$ cat src/led_pkg.sv
/* Shared types, message table and segment patterns for the four-digit display.
   Segments and anodes are active low; digit 0 is the rightmost digit. */
package led_pkg;

	// One hex character shown on one digit
	typedef logic [3:0] char_t;

	// Display state, four states per digit and 16 per full refresh
	typedef logic [3:0] state_t;

	// Active-low anodes, bit d lights digit d
	typedef logic [3:0] anode_t;

	// Active-low segments, bit 0 is segment a and bit 6 is segment g
	typedef logic [6:0] seg_t;

	// Characters for the four digits, ch3 is the leftmost
	typedef struct packed {
		char_t ch3;
		char_t ch2;
		char_t ch1;
		char_t ch0;
	} digit_chars_t;

	// Registered board output
	typedef struct packed {
		anode_t anodes;
		seg_t   seg;
	} display_t;

	localparam int unsigned MSG_LEN = 16;

	// Position of the display window inside the message
	typedef logic [$clog2(MSG_LEN)-1:0] offset_t;

	localparam char_t MESSAGE [MSG_LEN] = '{
		4'h1, 4'h2, 4'h3, 4'h4, 4'h5, 4'h6, 4'h7, 4'h8,
		4'h9, 4'hA, 4'hB, 4'hC, 4'hD, 4'hE, 4'hF, 4'h0
	};

	localparam anode_t ANODES_OFF = '1;
	localparam seg_t   SEG_BLANK  = '1;

	// Hex glyphs, bit order g f e d c b a
	function automatic seg_t seg_of(input char_t c);
		case (c)
			4'h0: return 7'b1000000;
			4'h1: return 7'b1111001;
			4'h2: return 7'b0100100;
			4'h3: return 7'b0110000;
			4'h4: return 7'b0011001;
			4'h5: return 7'b0010010;
			4'h6: return 7'b0000010;
			4'h7: return 7'b1111000;
			4'h8: return 7'b0000000;
			4'h9: return 7'b0010000;
			4'hA: return 7'b0001000;
			4'hB: return 7'b0000011;
			4'hC: return 7'b1000110;
			4'hD: return 7'b0100001;
			4'hE: return 7'b0000110;
			default: return 7'b0001110;
		endcase
	endfunction

endpackage

$ cat src/led_state_counter.sv
/* Steps the display state 0..15 once every STATE_DIV clock cycles.
   STATE_DIV sets the refresh rate and must be at least 1. */
module led_state_counter
	import led_pkg::*;
#(
	parameter int unsigned STATE_DIV = 50000
)
(
	input  logic   clk,
	input  logic   rst,
	output state_t state
);

	localparam int unsigned DIV_W = (STATE_DIV > 1) ? $clog2(STATE_DIV) : 1;
	localparam logic [DIV_W-1:0] DIV_LAST = DIV_W'(STATE_DIV - 1);

	logic [DIV_W-1:0] prescale;

	// Prescaler wraps after STATE_DIV cycles and steps the state
	always_ff @(posedge clk)
	begin
		if (rst)
		begin
			prescale <= '0;
			state    <= '0;
		end
		else if (prescale == DIV_LAST)
		begin
			prescale <= '0;
			// 4-bit state wraps from 15 back to 0 on its own
			state    <= state + state_t'(1);
		end
		else
		begin
			prescale <= prescale + 1'b1;
		end
	end

endmodule

$ cat src/btn_debounce.sv
/* Debounces an asynchronous active-high push-button into one pulse per press.
   Both press and release must hold for DEBOUNCE_CYCLES cycles to count. */
module btn_debounce #(
	parameter int unsigned DEBOUNCE_CYCLES = 500000
)
(
	input  logic clk,
	input  logic rst,
	input  logic r_btn,
	output logic press
);

	localparam int unsigned CNT_W = (DEBOUNCE_CYCLES > 1) ? $clog2(DEBOUNCE_CYCLES) : 1;
	localparam logic [CNT_W-1:0] CNT_LAST = CNT_W'(DEBOUNCE_CYCLES - 1);

	logic             sync_0;
	logic             sync_1;
	logic [CNT_W-1:0] stable_cnt;
	logic             level;
	logic             level_d;

	// Two-flop synchronizer for the raw button
	always_ff @(posedge clk)
	begin
		if (rst)
		begin
			sync_0 <= 1'b0;
			sync_1 <= 1'b0;
		end
		else
		begin
			sync_0 <= r_btn;
			sync_1 <= sync_0;
		end
	end

	// Count while the input differs from the debounced level
	// Any return to the old level restarts the count
	always_ff @(posedge clk)
	begin
		if (rst)
		begin
			stable_cnt <= '0;
			level      <= 1'b0;
		end
		else if (sync_1 == level)
		begin
			stable_cnt <= '0;
		end
		else if (stable_cnt == CNT_LAST)
		begin
			stable_cnt <= '0;
			level      <= sync_1;
		end
		else
		begin
			stable_cnt <= stable_cnt + 1'b1;
		end
	end

	// One-cycle pulse on the rising edge of the debounced level
	always_ff @(posedge clk)
	begin
		if (rst)
		begin
			level_d <= 1'b0;
			press   <= 1'b0;
		end
		else
		begin
			level_d <= level;
			press   <= level & ~level_d;
		end
	end

endmodule

$ cat src/led_message_shifter.sv
/* Shows a four-character window of MESSAGE and scrolls it left on each press.
   The window wraps around the end of the message. */
module led_message_shifter
	import led_pkg::*;
(
	input  logic         clk,
	input  logic         rst,
	input  logic         press,
	output digit_chars_t chars
);

	offset_t offset;

	// Character k positions after the window start, wrapped to the message
	function automatic char_t msg_at(input offset_t base, input int unsigned k);
		int unsigned idx;
		idx = (int'(base) + k) % MSG_LEN;
		return MESSAGE[idx];
	endfunction

	always_ff @(posedge clk)
	begin
		if (rst)
		begin
			offset <= '0;
		end
		else if (press)
		begin
			if (offset == offset_t'(MSG_LEN - 1))
				offset <= '0;
			else
				offset <= offset + offset_t'(1);
		end
	end

	// Leftmost digit shows the window start so the text reads left to right
	always_comb
	begin
		chars.ch3 = msg_at(offset, 0);
		chars.ch2 = msg_at(offset, 1);
		chars.ch1 = msg_at(offset, 2);
		chars.ch0 = msg_at(offset, 3);
	end

endmodule

$ cat src/led_state_driver.sv
/* Maps the display state to active-low anodes and the character to decode.
   Each digit is lit in one state and its character is held three states before. */
module led_state_driver
	import led_pkg::*;
(
	input  state_t       state,
	input  digit_chars_t chars,
	output anode_t       anodes,
	output char_t        sel_char
);

	logic [1:0] digit;
	logic       lit;

	// Guard states carry the next digit's character with every anode off
	always_comb
	begin
		case (state)
			4'd15, 4'd0, 4'd1:
			begin
				digit = 2'd0;
				lit   = 1'b0;
			end
			4'd2:
			begin
				digit = 2'd0;
				lit   = 1'b1;
			end
			4'd3, 4'd4, 4'd5:
			begin
				digit = 2'd1;
				lit   = 1'b0;
			end
			4'd6:
			begin
				digit = 2'd1;
				lit   = 1'b1;
			end
			4'd7, 4'd8, 4'd9:
			begin
				digit = 2'd2;
				lit   = 1'b0;
			end
			4'd10:
			begin
				digit = 2'd2;
				lit   = 1'b1;
			end
			4'd11, 4'd12, 4'd13:
			begin
				digit = 2'd3;
				lit   = 1'b0;
			end
			default:
			begin
				// State 14 lights the leftmost digit
				digit = 2'd3;
				lit   = 1'b1;
			end
		endcase
	end

	// Only the lit digit pulls its anode low
	always_comb
	begin
		anodes = ANODES_OFF;
		if (lit)
			anodes[digit] = 1'b0;
	end

	always_comb
	begin
		case (digit)
			2'd0: sel_char = chars.ch0;
			2'd1: sel_char = chars.ch1;
			2'd2: sel_char = chars.ch2;
			default: sel_char = chars.ch3;
		endcase
	end

endmodule

$ cat src/led_seg_decoder.sv
/* Decodes the selected character and registers it with the anodes.
   Output lags the state by one cycle; reset turns every digit off. */
module led_seg_decoder
	import led_pkg::*;
(
	input  logic     clk,
	input  logic     rst,
	input  anode_t   anodes,
	input  char_t    sel_char,
	output display_t disp
);

	seg_t seg_next;

	always_comb
	begin
		seg_next = seg_of(sel_char);
	end

	// Anodes and segments change on the same edge so the board sees no glitch
	always_ff @(posedge clk)
	begin
		if (rst)
		begin
			disp.anodes <= ANODES_OFF;
			disp.seg    <= SEG_BLANK;
		end
		else
		begin
			disp.anodes <= anodes;
			disp.seg    <= seg_next;
		end
	end

endmodule

$ cat src/led_display_top.sv
/* Four-digit scrolling message display with one debounced push-button.
   Default parameters suit a 100 MHz board clock; shorten both for simulation. */
module led_display_top
	import led_pkg::*;
#(
	parameter int unsigned STATE_DIV       = 50000,
	parameter int unsigned DEBOUNCE_CYCLES = 500000
)
(
	input  logic     clk,
	input  logic     rst,
	input  logic     r_btn,
	output display_t disp
);

	state_t       state;
	logic         press;
	digit_chars_t chars;
	anode_t       anodes;
	char_t        sel_char;

	led_state_counter #(
		.STATE_DIV (STATE_DIV)
	) i_state_counter (
		.clk   (clk),
		.rst   (rst),
		.state (state)
	);

	btn_debounce #(
		.DEBOUNCE_CYCLES (DEBOUNCE_CYCLES)
	) i_btn_debounce (
		.clk   (clk),
		.rst   (rst),
		.r_btn (r_btn),
		.press (press)
	);

	led_message_shifter i_message_shifter (
		.clk   (clk),
		.rst   (rst),
		.press (press),
		.chars (chars)
	);

	// Combinational mapping from state to anodes and character
	led_state_driver i_state_driver (
		.state    (state),
		.chars    (chars),
		.anodes   (anodes),
		.sel_char (sel_char)
	);

	led_seg_decoder i_seg_decoder (
		.clk      (clk),
		.rst      (rst),
		.anodes   (anodes),
		.sel_char (sel_char),
		.disp     (disp)
	);

endmodule

$ cat config.mk
export PLATFORM = sky130hd
export DESIGN_NAME = led_display_top
export DESIGN_NICKNAME = d
export VERILOG_FILES = /design/src/led_pkg.sv /design/src/led_state_counter.sv /design/src/btn_debounce.sv /design/src/led_message_shifter.sv /design/src/led_state_driver.sv /design/src/led_seg_decoder.sv /design/src/led_display_top.sv
export SDC_FILE = /design/constraint.sdc
export NUM_CORES = 1
export LEC_CHECK = 0
export ABC_AREA = 1
export BUFFER_PORTS_ARGS = -buffer_cell sky130_fd_sc_hd__buf_2
export CORE_ASPECT_RATIO = 0.75
export CORE_UTILIZATION = 56
export CTS_CLUSTER_SIZE = 28
export DETAILED_ROUTE_END_ITERATION = 16
export GPL_ROUTABILITY_DRIVEN = 1
export MAX_ROUTING_LAYER = met4
export PLACE_DENSITY = 0.81
export SLEW_MARGIN = 20
export SYNTH_ARGS = -nofsm -noshare
export SYNTH_HDL_FRONTEND = slang
export SYNTH_SLANG_ARGS = --single-unit
$ cat constraint.sdc
create_clock -name clk -period 2.1 [get_ports clk]
set_input_delay 0.525 -clock clk [delete_from_list [all_inputs] [get_ports clk]]
set_output_delay 0.525 -clock clk [all_outputs]
set_load 0.05 [all_outputs]
==> key figures, run 1 <==
Worst setup path
  • CP Capture Type: register
  • Crit path DAT: around 2.2 ns
  • Critical Path RT: roughly 2.3 ns
  • Crit path kind: register to register
  • Critical Path Fanout Max: 10
  • Nature of the critical path startpoint: register

Detailed routing
  • Drt drc: 0
  • Detailed-route via count: around 3,300
  • DRT Wirelength: around 7500 um
  • DR vias/cell: about 5.4
  • Post-DRT Antenna Nets: 0
  • 1st-pass router iterations: 5
  • Starting DRT DRC Count: approximately 160
  • Avg WL per Cell: roughly 12 um

Yosys
  • Most instantiated cells after synthesis: nand2_1 (119), dfxtp_1 (62), inv_1 (62), nor2_1 (48), nand3_1 (45)
  • Count leader, synth: nand2_1
  • Async S/R FF share, synth: 0
  • Synthesized area per cell: ~7 um2
  • Synth cell types: 38
  • Largest area contributor in the netlist: dfxtp_1
  • Most used DFF post-synth: dfxtp_1
  • Mapped cell area: ~0.0035 mm2
  • Seq/Total Area, Yosys: 0.3568
  • Post-Synthesis Cells: 490
  • Yosys reg bits: 62
  • EDFF count, synth: 0
  • Yosys warns: 0
  • Synth area leaders: dfxtp_1 (36%), nand2_1 (13%), ha_1 (8.3%)
  • Mapped Nets: 516
  • Yosys top cell area share: 0.3568

GRT
  • First-pass GRT wire length: 12,520 um
  • Global route total overflow: 0
  • Vias in the first global route: between 2,000 and 3,000
  • Overall Global Routing Usage: 0.2467
  • Largest net degree at the start of global routing: 12
  • Initial antenna violation count: 0

Layout
  • Area Overhead vs Synth: 14.89%
  • Final Instance Count excl. Fillers: a little over 600
  • NumNets Final: 550
  • Antenna diode count: 0
  • Share of post-route cells with drive strength above 1: 0.1777

CTS
  • Num CTS Buffers: 9
  • CTS tree: yes
  • H-Tree Depth: 3
  • Root buffer cell: clkbuf_8
  • Clock latency at the later pin of the worst-skew pair: between 0.3 and 0.4 ns
  • Clock tree buffer depth: 2
  • TritonCTS Sinks: between 60 and 70
  • CTS clock-pin slew for the worst setup and hold paths: around 0.07 ns

Die
  • Top Ports: 14
  • DIE AREA: around 0.0065 mm2
  • Die Width: 93.01 um
  • Core Rows: 24
  • Die Y-Extent: about 70 um
  • Starting Density: 0.5880
  • Core box area: slightly below 0.006 mm2

Timing
  • Setup TNS: 0 ns
  • Max Freq: a little over 500 MHz
  • Layout Skew: a little over 0.009 ns
  • Setup violators final: 0
  • Period Utilization, post-route: 0.9426
  • Worst slew pin tran: around 0.40 ns
  • Final Hold Viols: 0
  • Relative slew margins: 0.7360
  • Post-route minimum period: about 2.0 ns
  • Max-slew violations: 0

Place
  • PortBufs: 13
  • Final HPWL DP: 5263 um
  • Final GP Congestion: 0.9141
  • Placed cell count: 585

Hold path
  • Hold Crit Class: input pin to register

Flow run
  • Max-Cap Viols: 0

Pwr
  • LEAKAGE: around 1.7 nW
  • PwrDens: 639.7 mW/mm2
  • Peak VDD IR: between 300 and 400 uV

Run status
  • Outcome: finished, final reports clean
-- power breakdown --
group / internal, mW / leakage (nW) / switching, mW
combinational: 0.0181 / 1.10 / 0.0412
sequential: 1.19 / 0.503 / 0.00682
clock: 0.818 / 0.126 / 0.485
total: 2.02 / 1.73 / 0.533
-- final timing paths --
| path | start | end | slack [ns] | cells past startpoint |
|---|---|---|---|---|
| setup / recovery | i_message_shifter.offset[0] | i_seg_decoder.disp[4] | 0.12 | 11 |
| hold / removal | r_btn | i_btn_debounce.sync_0 | 0.38 | 3 |
| setup reg to reg | i_message_shifter.offset[0] | i_seg_decoder.disp[4] | 0.12 | 11 |
| hold reg to reg | i_btn_debounce.sync_0 | i_btn_debounce.sync_1 | 0.40 | 2 |
-- per-stage QoR --
step / area [um2] / util / total power, mW / hold slack, ns / setup WS (ns)
4_1_cts: 3941 / 0.6662 / 2.572 / 0.3723 / 0.007448
5_1_grt: 3996 / 0.6756 / 2.623 / 0.4072 / -0.01602
2_1_floorplan: 3478 / - / 1.264 / 0.3732 / 0.04176
3_5_place_dp: 3672 / 0.6208 / 1.280 / 0.3877 / -0.009436
3_3_place_gp: 3672 / 0.6208 / 1.278 / 0.3788 / 0.1060
6_report: 3996 / 0.6756 / 2.556 / 0.3807 / 0.1205
-- area by class of cell --
class                           instances  area [um2]
Clock buffer                           10       137.6
Sequential cell                        62        1244
Inverter                               68       257.7
Fill cell                             477        1919
Tap cell                               78       97.59
Timing Repair Buffer                   28       177.7
Multi-Input combinational cell        355        1973
Clock inverter                          6       108.9
-- metal layers --
layer / vias up / share of wire / global-route usage
met4: 0 / 0.014 / 0.08034
met1: 1515 / 0.46 / 0.3121
met5: - / 0 / -
met3: 12 / 0.060 / 0.06100
met2: 125 / 0.47 / 0.3864
li1: 1638 / - / -
-- worst max-delay path: stages, from the launching register on --
cell and delay [ns]:
dfxtp_1 0.32, buf_4 0.17, ha_1 0.22, ha_1 0.31, nand2_1 0.08, inv_1 0.04
nand3_1 0.07, nand3_1 0.13, nand3_2 0.17, nand2_2 0.13, nand2_1 0.12, nand3_1 0.09
-- cells in the final DEF (no fill, tap or decap), types with 2 or more instances in the layout --
master	n
nand2_1	117
dfxtp_1	60
inv_1	59
nor2_1	47
nand3_1	45
a21oi_1	21
ha_1	20
buf_4	15
buf_2	13
nor3_1	12
nand4_1	11
o21ai_0	10
nand2_2	10
clkbuf_8	10
nor2_2	8
nand3_2	8
inv_2	7
nor2_4	6
xor2_1	6
xnor2_1	6
o21ai_1	3
nor4_1	3
bufinv_16	3
or2_2	2
nand3b_1	2
o211ai_1	2
nor3b_1	2
or2_0	2
ha_2	2
clkinv_2	2
dfxtp_2	2
-- cell families after synthesis --
logic type      after synthesis  share of synthesized area
xor+xnor                     12                    0.03022
fa+ha+maj                    23                    0.08273
compound gates               42                    0.06655
simple gates                278                     0.3791
flops                        62                     0.3568
buf+inv                      73                    0.08453
-- flip-flops by register name (all words and copies together) (netlist names) --
register,count
i_state_counter.prescale,16
i_btn_debounce.level_d,1
i_seg_decoder.disp,11
i_btn_debounce.press,1
i_state_driver.lit,1
i_btn_debounce.sync_1,1
i_btn_debounce.sync_0,1
i_state_counter.state,4
i_btn_debounce.stable_cnt,19
i_message_shifter.offset,4
i_btn_debounce.level,1
i_state_driver.digit,2
-- timing repair --
| item | CTS | global route |
|---|---|---|
| gates resized for setup | 3 | 13 |
| setup buffers | 1 | 5 |
| hold buffers | 0 | 0 |
| pin swaps | 1 | 6 |
| hold endpoints to repair | 0 | 0 |
| setup endpoints to repair | 2 | 7 |
Power figures use the tool's default switching activity.
==> run 2: changes to the inputs <==
CELL_PAD_IN_SITES_DETAIL_PLACEMENT = 1   (was default)
CELL_PAD_IN_SITES_GLOBAL_PLACEMENT = 2   (was default)
CORE_UTILIZATION = 40   (was 56)
CTS_BUF_LIST = sky130_fd_sc_hd__clkbuf_4   (was default)
PLACE_DENSITY = 0.93   (was 0.81)
clock period = 2.45 ns   (was 2.1 ns; I/O delays follow)
==> key figures, run 2 (synthesis gave the netlist of run 1 again) <==
Die
  • Core Rows: 29
  • Core box area: between 0.008 and 0.009 mm2
  • Die Width: 109.7 um
  • Starting Density: 0.4114
  • DIE AREA: between 0.009 and 0.01 mm2
  • Die Y-Extent: 82.76 um
  • Top Ports: 14

Worst setup path
  • Crit path DAT: roughly 2.6 ns
  • Cell Chain, Critical Path: inv_1 > ha_1 > nor2_1 > nand3_1 > a22oi_1 > nand2_1 > inv_2 > ha_1 > o21ai_0 > nand2_1 > nand3_1
  • Critical Path RT: 2.83 ns
  • CP Capture Type: register
  • R2R setup slack: 0.28 ns
  • CP max stage delay: approximately 0.40 ns
  • Reg2reg end: i_seg_decoder.disp[3]
  • Reg-to-reg startpoint: i_message_shifter.offset[1]
  • Nature of the critical path startpoint: register
  • CP max stage cell: dfxtp_2
  • R2R depth: 11
  • Critical Path Fanout Max: 7
  • Crit path kind: register to register

Timing
  • Final Hold Viols: 0
  • Worst slew pin tran: 0.4985 ns
  • Max Freq: between 400 and 500 MHz
  • Period Utilization, post-route: 0.8860
  • RSZ-0062 raised after global routing: no
  • Layout Skew: between 0.009 and 0.01 ns
  • Post-route minimum period: between 2 and 2.5 ns
  • Relative slew margins: 0.6669
  • Setup violators final: 0
  • Setup TNS: 0 ns
  • Max-slew violations: 0

Flow run
  • Max-Cap Viols: 0

GRT
  • Vias in the first global route: around 2,900
  • First-pass GRT wire length: 13,420 um
  • Global routing's busiest layer: met2
  • Overall Global Routing Usage: 0.2010
  • Met3 Use GR: 0.06122
  • Largest net degree at the start of global routing: 17
  • Routing usage on met2: 0.3296
  • Met1 Use GR: 0.2393
  • Global route total overflow: 0
  • Initial antenna violation count: 0

Hold path
  • Min-Delay Endpoint: i_btn_debounce.sync_0
  • Hold Path Origin: r_btn
  • WHS Path Cells: 3
  • Hold Crit Class: input pin to register

Pwr
  • Combinational share of power: 0.024
  • Sw Share: 0.2271
  • LEAKAGE: 1.634 nW
  • Peak VDD IR: 299.2 uV
  • Clock power share: 0.466
  • P_sw: between 400 and 500 uW
  • Flop pwr share: 0.511
  • Int Pwr: between 1.5 and 2 mW
  • PwrDens: about 520 mW/mm2

Detailed routing
  • Drt drc: 0
  • 1st-pass router iterations: 4
  • DRT Wirelength: between 8000 and 9000 um
  • Avg WL per Cell: around 13 um
  • Starting DRT DRC Count: around 110
  • Post-DRT Antenna Nets: 0
  • Detailed-route via count: 3,095
  • DR vias/cell: approximately 5.0

CTS
  • TritonCTS Sinks: 62
  • Root buffer cell: clkbuf_4
  • CTS tree: yes
  • H-Tree Depth: 3
  • Clock tree buffer depth: 2
  • Setup repair bufs after CTS: 0
  • CTS clock-pin slew for the worst setup and hold paths: 0.12 ns
  • Num CTS Buffers: 9
  • Clock latency at the later pin of the worst-skew pair: approximately 0.43 ns

Layout
  • Antenna diode count: 0
  • Commonest non-fill, non-tap cell in the layout: nand2_1
  • NumNets Final: roughly 540
  • Most frequent cells in the layout: nand2_1 (119), inv_1 (61), dfxtp_1 (60)
  • Post-layout util: 0.4561
  • Share of post-route cells with drive strength above 1: 0.1412
  • Largest regs: i_btn_debounce.stable_cnt (19), i_state_counter.prescale (16), i_seg_decoder.disp (11)
  • Max FFs per register: 19
  • Area Overhead vs Synth: 10.86%
  • Biggest register: i_btn_debounce.stable_cnt

Place
  • Final GP Congestion: slightly above 0.8
  • Final HPWL DP: 6192 um
  • PortBufs: 13

Run status
  • Outcome: finished, final reports clean
[run 2: area by class of cell]
class                           count  area, um2
Inverter                           68      257.7
Fill cell                        1087       4598
Tap cell                          108      135.1
Multi-Input combinational cell    355       1943
Clock inverter                      7      121.4
Clock buffer                        9      67.56
Timing Repair Buffer               16      87.58
Sequential cell                    62       1244
[run 2: through the flow]
stage	hold WS, ns	power, mW	instances	setup slack [ns]	instance area (um2)
6_report	0.3968	2.004	625	0.2794	3856
5_1_grt	0.3819	2.094	625	0.01937	3856
4_1_cts	0.3714	2.042	625	0.1479	3854
3_5_place_dp	0.3928	1.095	609	0.1726	3665
3_3_place_gp	0.3799	1.094	609	0.2748	3665
2_1_floorplan	0.3732	1.083	490	0.3918	3478
[run 2: worst max path at each step]
| stage | start | endpoint | slack, ns | cells after the start |
|---|---|---|---|---|
| after floorplan | i_message_shifter.offset[0] | i_seg_decoder.disp[3] | 0.39 | 11 |
| after global placement | i_message_shifter.offset[1] | i_seg_decoder.disp[6] | 0.27 | 11 |
| after detailed placement | i_message_shifter.offset[1] | i_seg_decoder.disp[1] | 0.17 | 12 |
| after CTS | i_message_shifter.offset[1] | i_seg_decoder.disp[3] | 0.15 | 11 |
| after global routing | i_message_shifter.offset[1] | i_seg_decoder.disp[3] | 0.02 | 11 |
| final | i_message_shifter.offset[1] | i_seg_decoder.disp[3] | 0.28 | 11 |
[run 2: repair_timing]
item                                    CTS  global route
gates resized for setup                   0             3
endpoints found under the setup margin    0             6
hold buffers                              0             0
[run 2: power by group through the flow]
stage                     Combinational, mW  Clock [mW]  Sequential, mW
final                                0.0475       0.933            1.02
after global routing                 0.0535        1.01            1.03
after CTS                            0.0490       0.970            1.02
after detailed placement             0.0486           0            1.05
after global placement               0.0479           0            1.05
after floorplan                      0.0254           0            1.06
[run 2: layer usage]
| layer | vias to the layer above | part of all wire |
|---|---|---|
| met1 | 1442 | 0.48 |
| met5 | - | 0 |
| met4 | 0 | 0.013 |
| li1 | 1606 | - |
| met2 | 35 | 0.47 |
| met3 | 12 | 0.037 |
[run 2: critical path: cells and delay by family, from the launching register on]
kind | cells | cell delay [ns]
buffers and inverters | 2 | 0.28
DFF | 1 | 0.40
and+or+nand+nor | 5 | 0.56
adders and majority gates | 2 | 0.51
AOI/OAI and AO/OA | 2 | 0.39
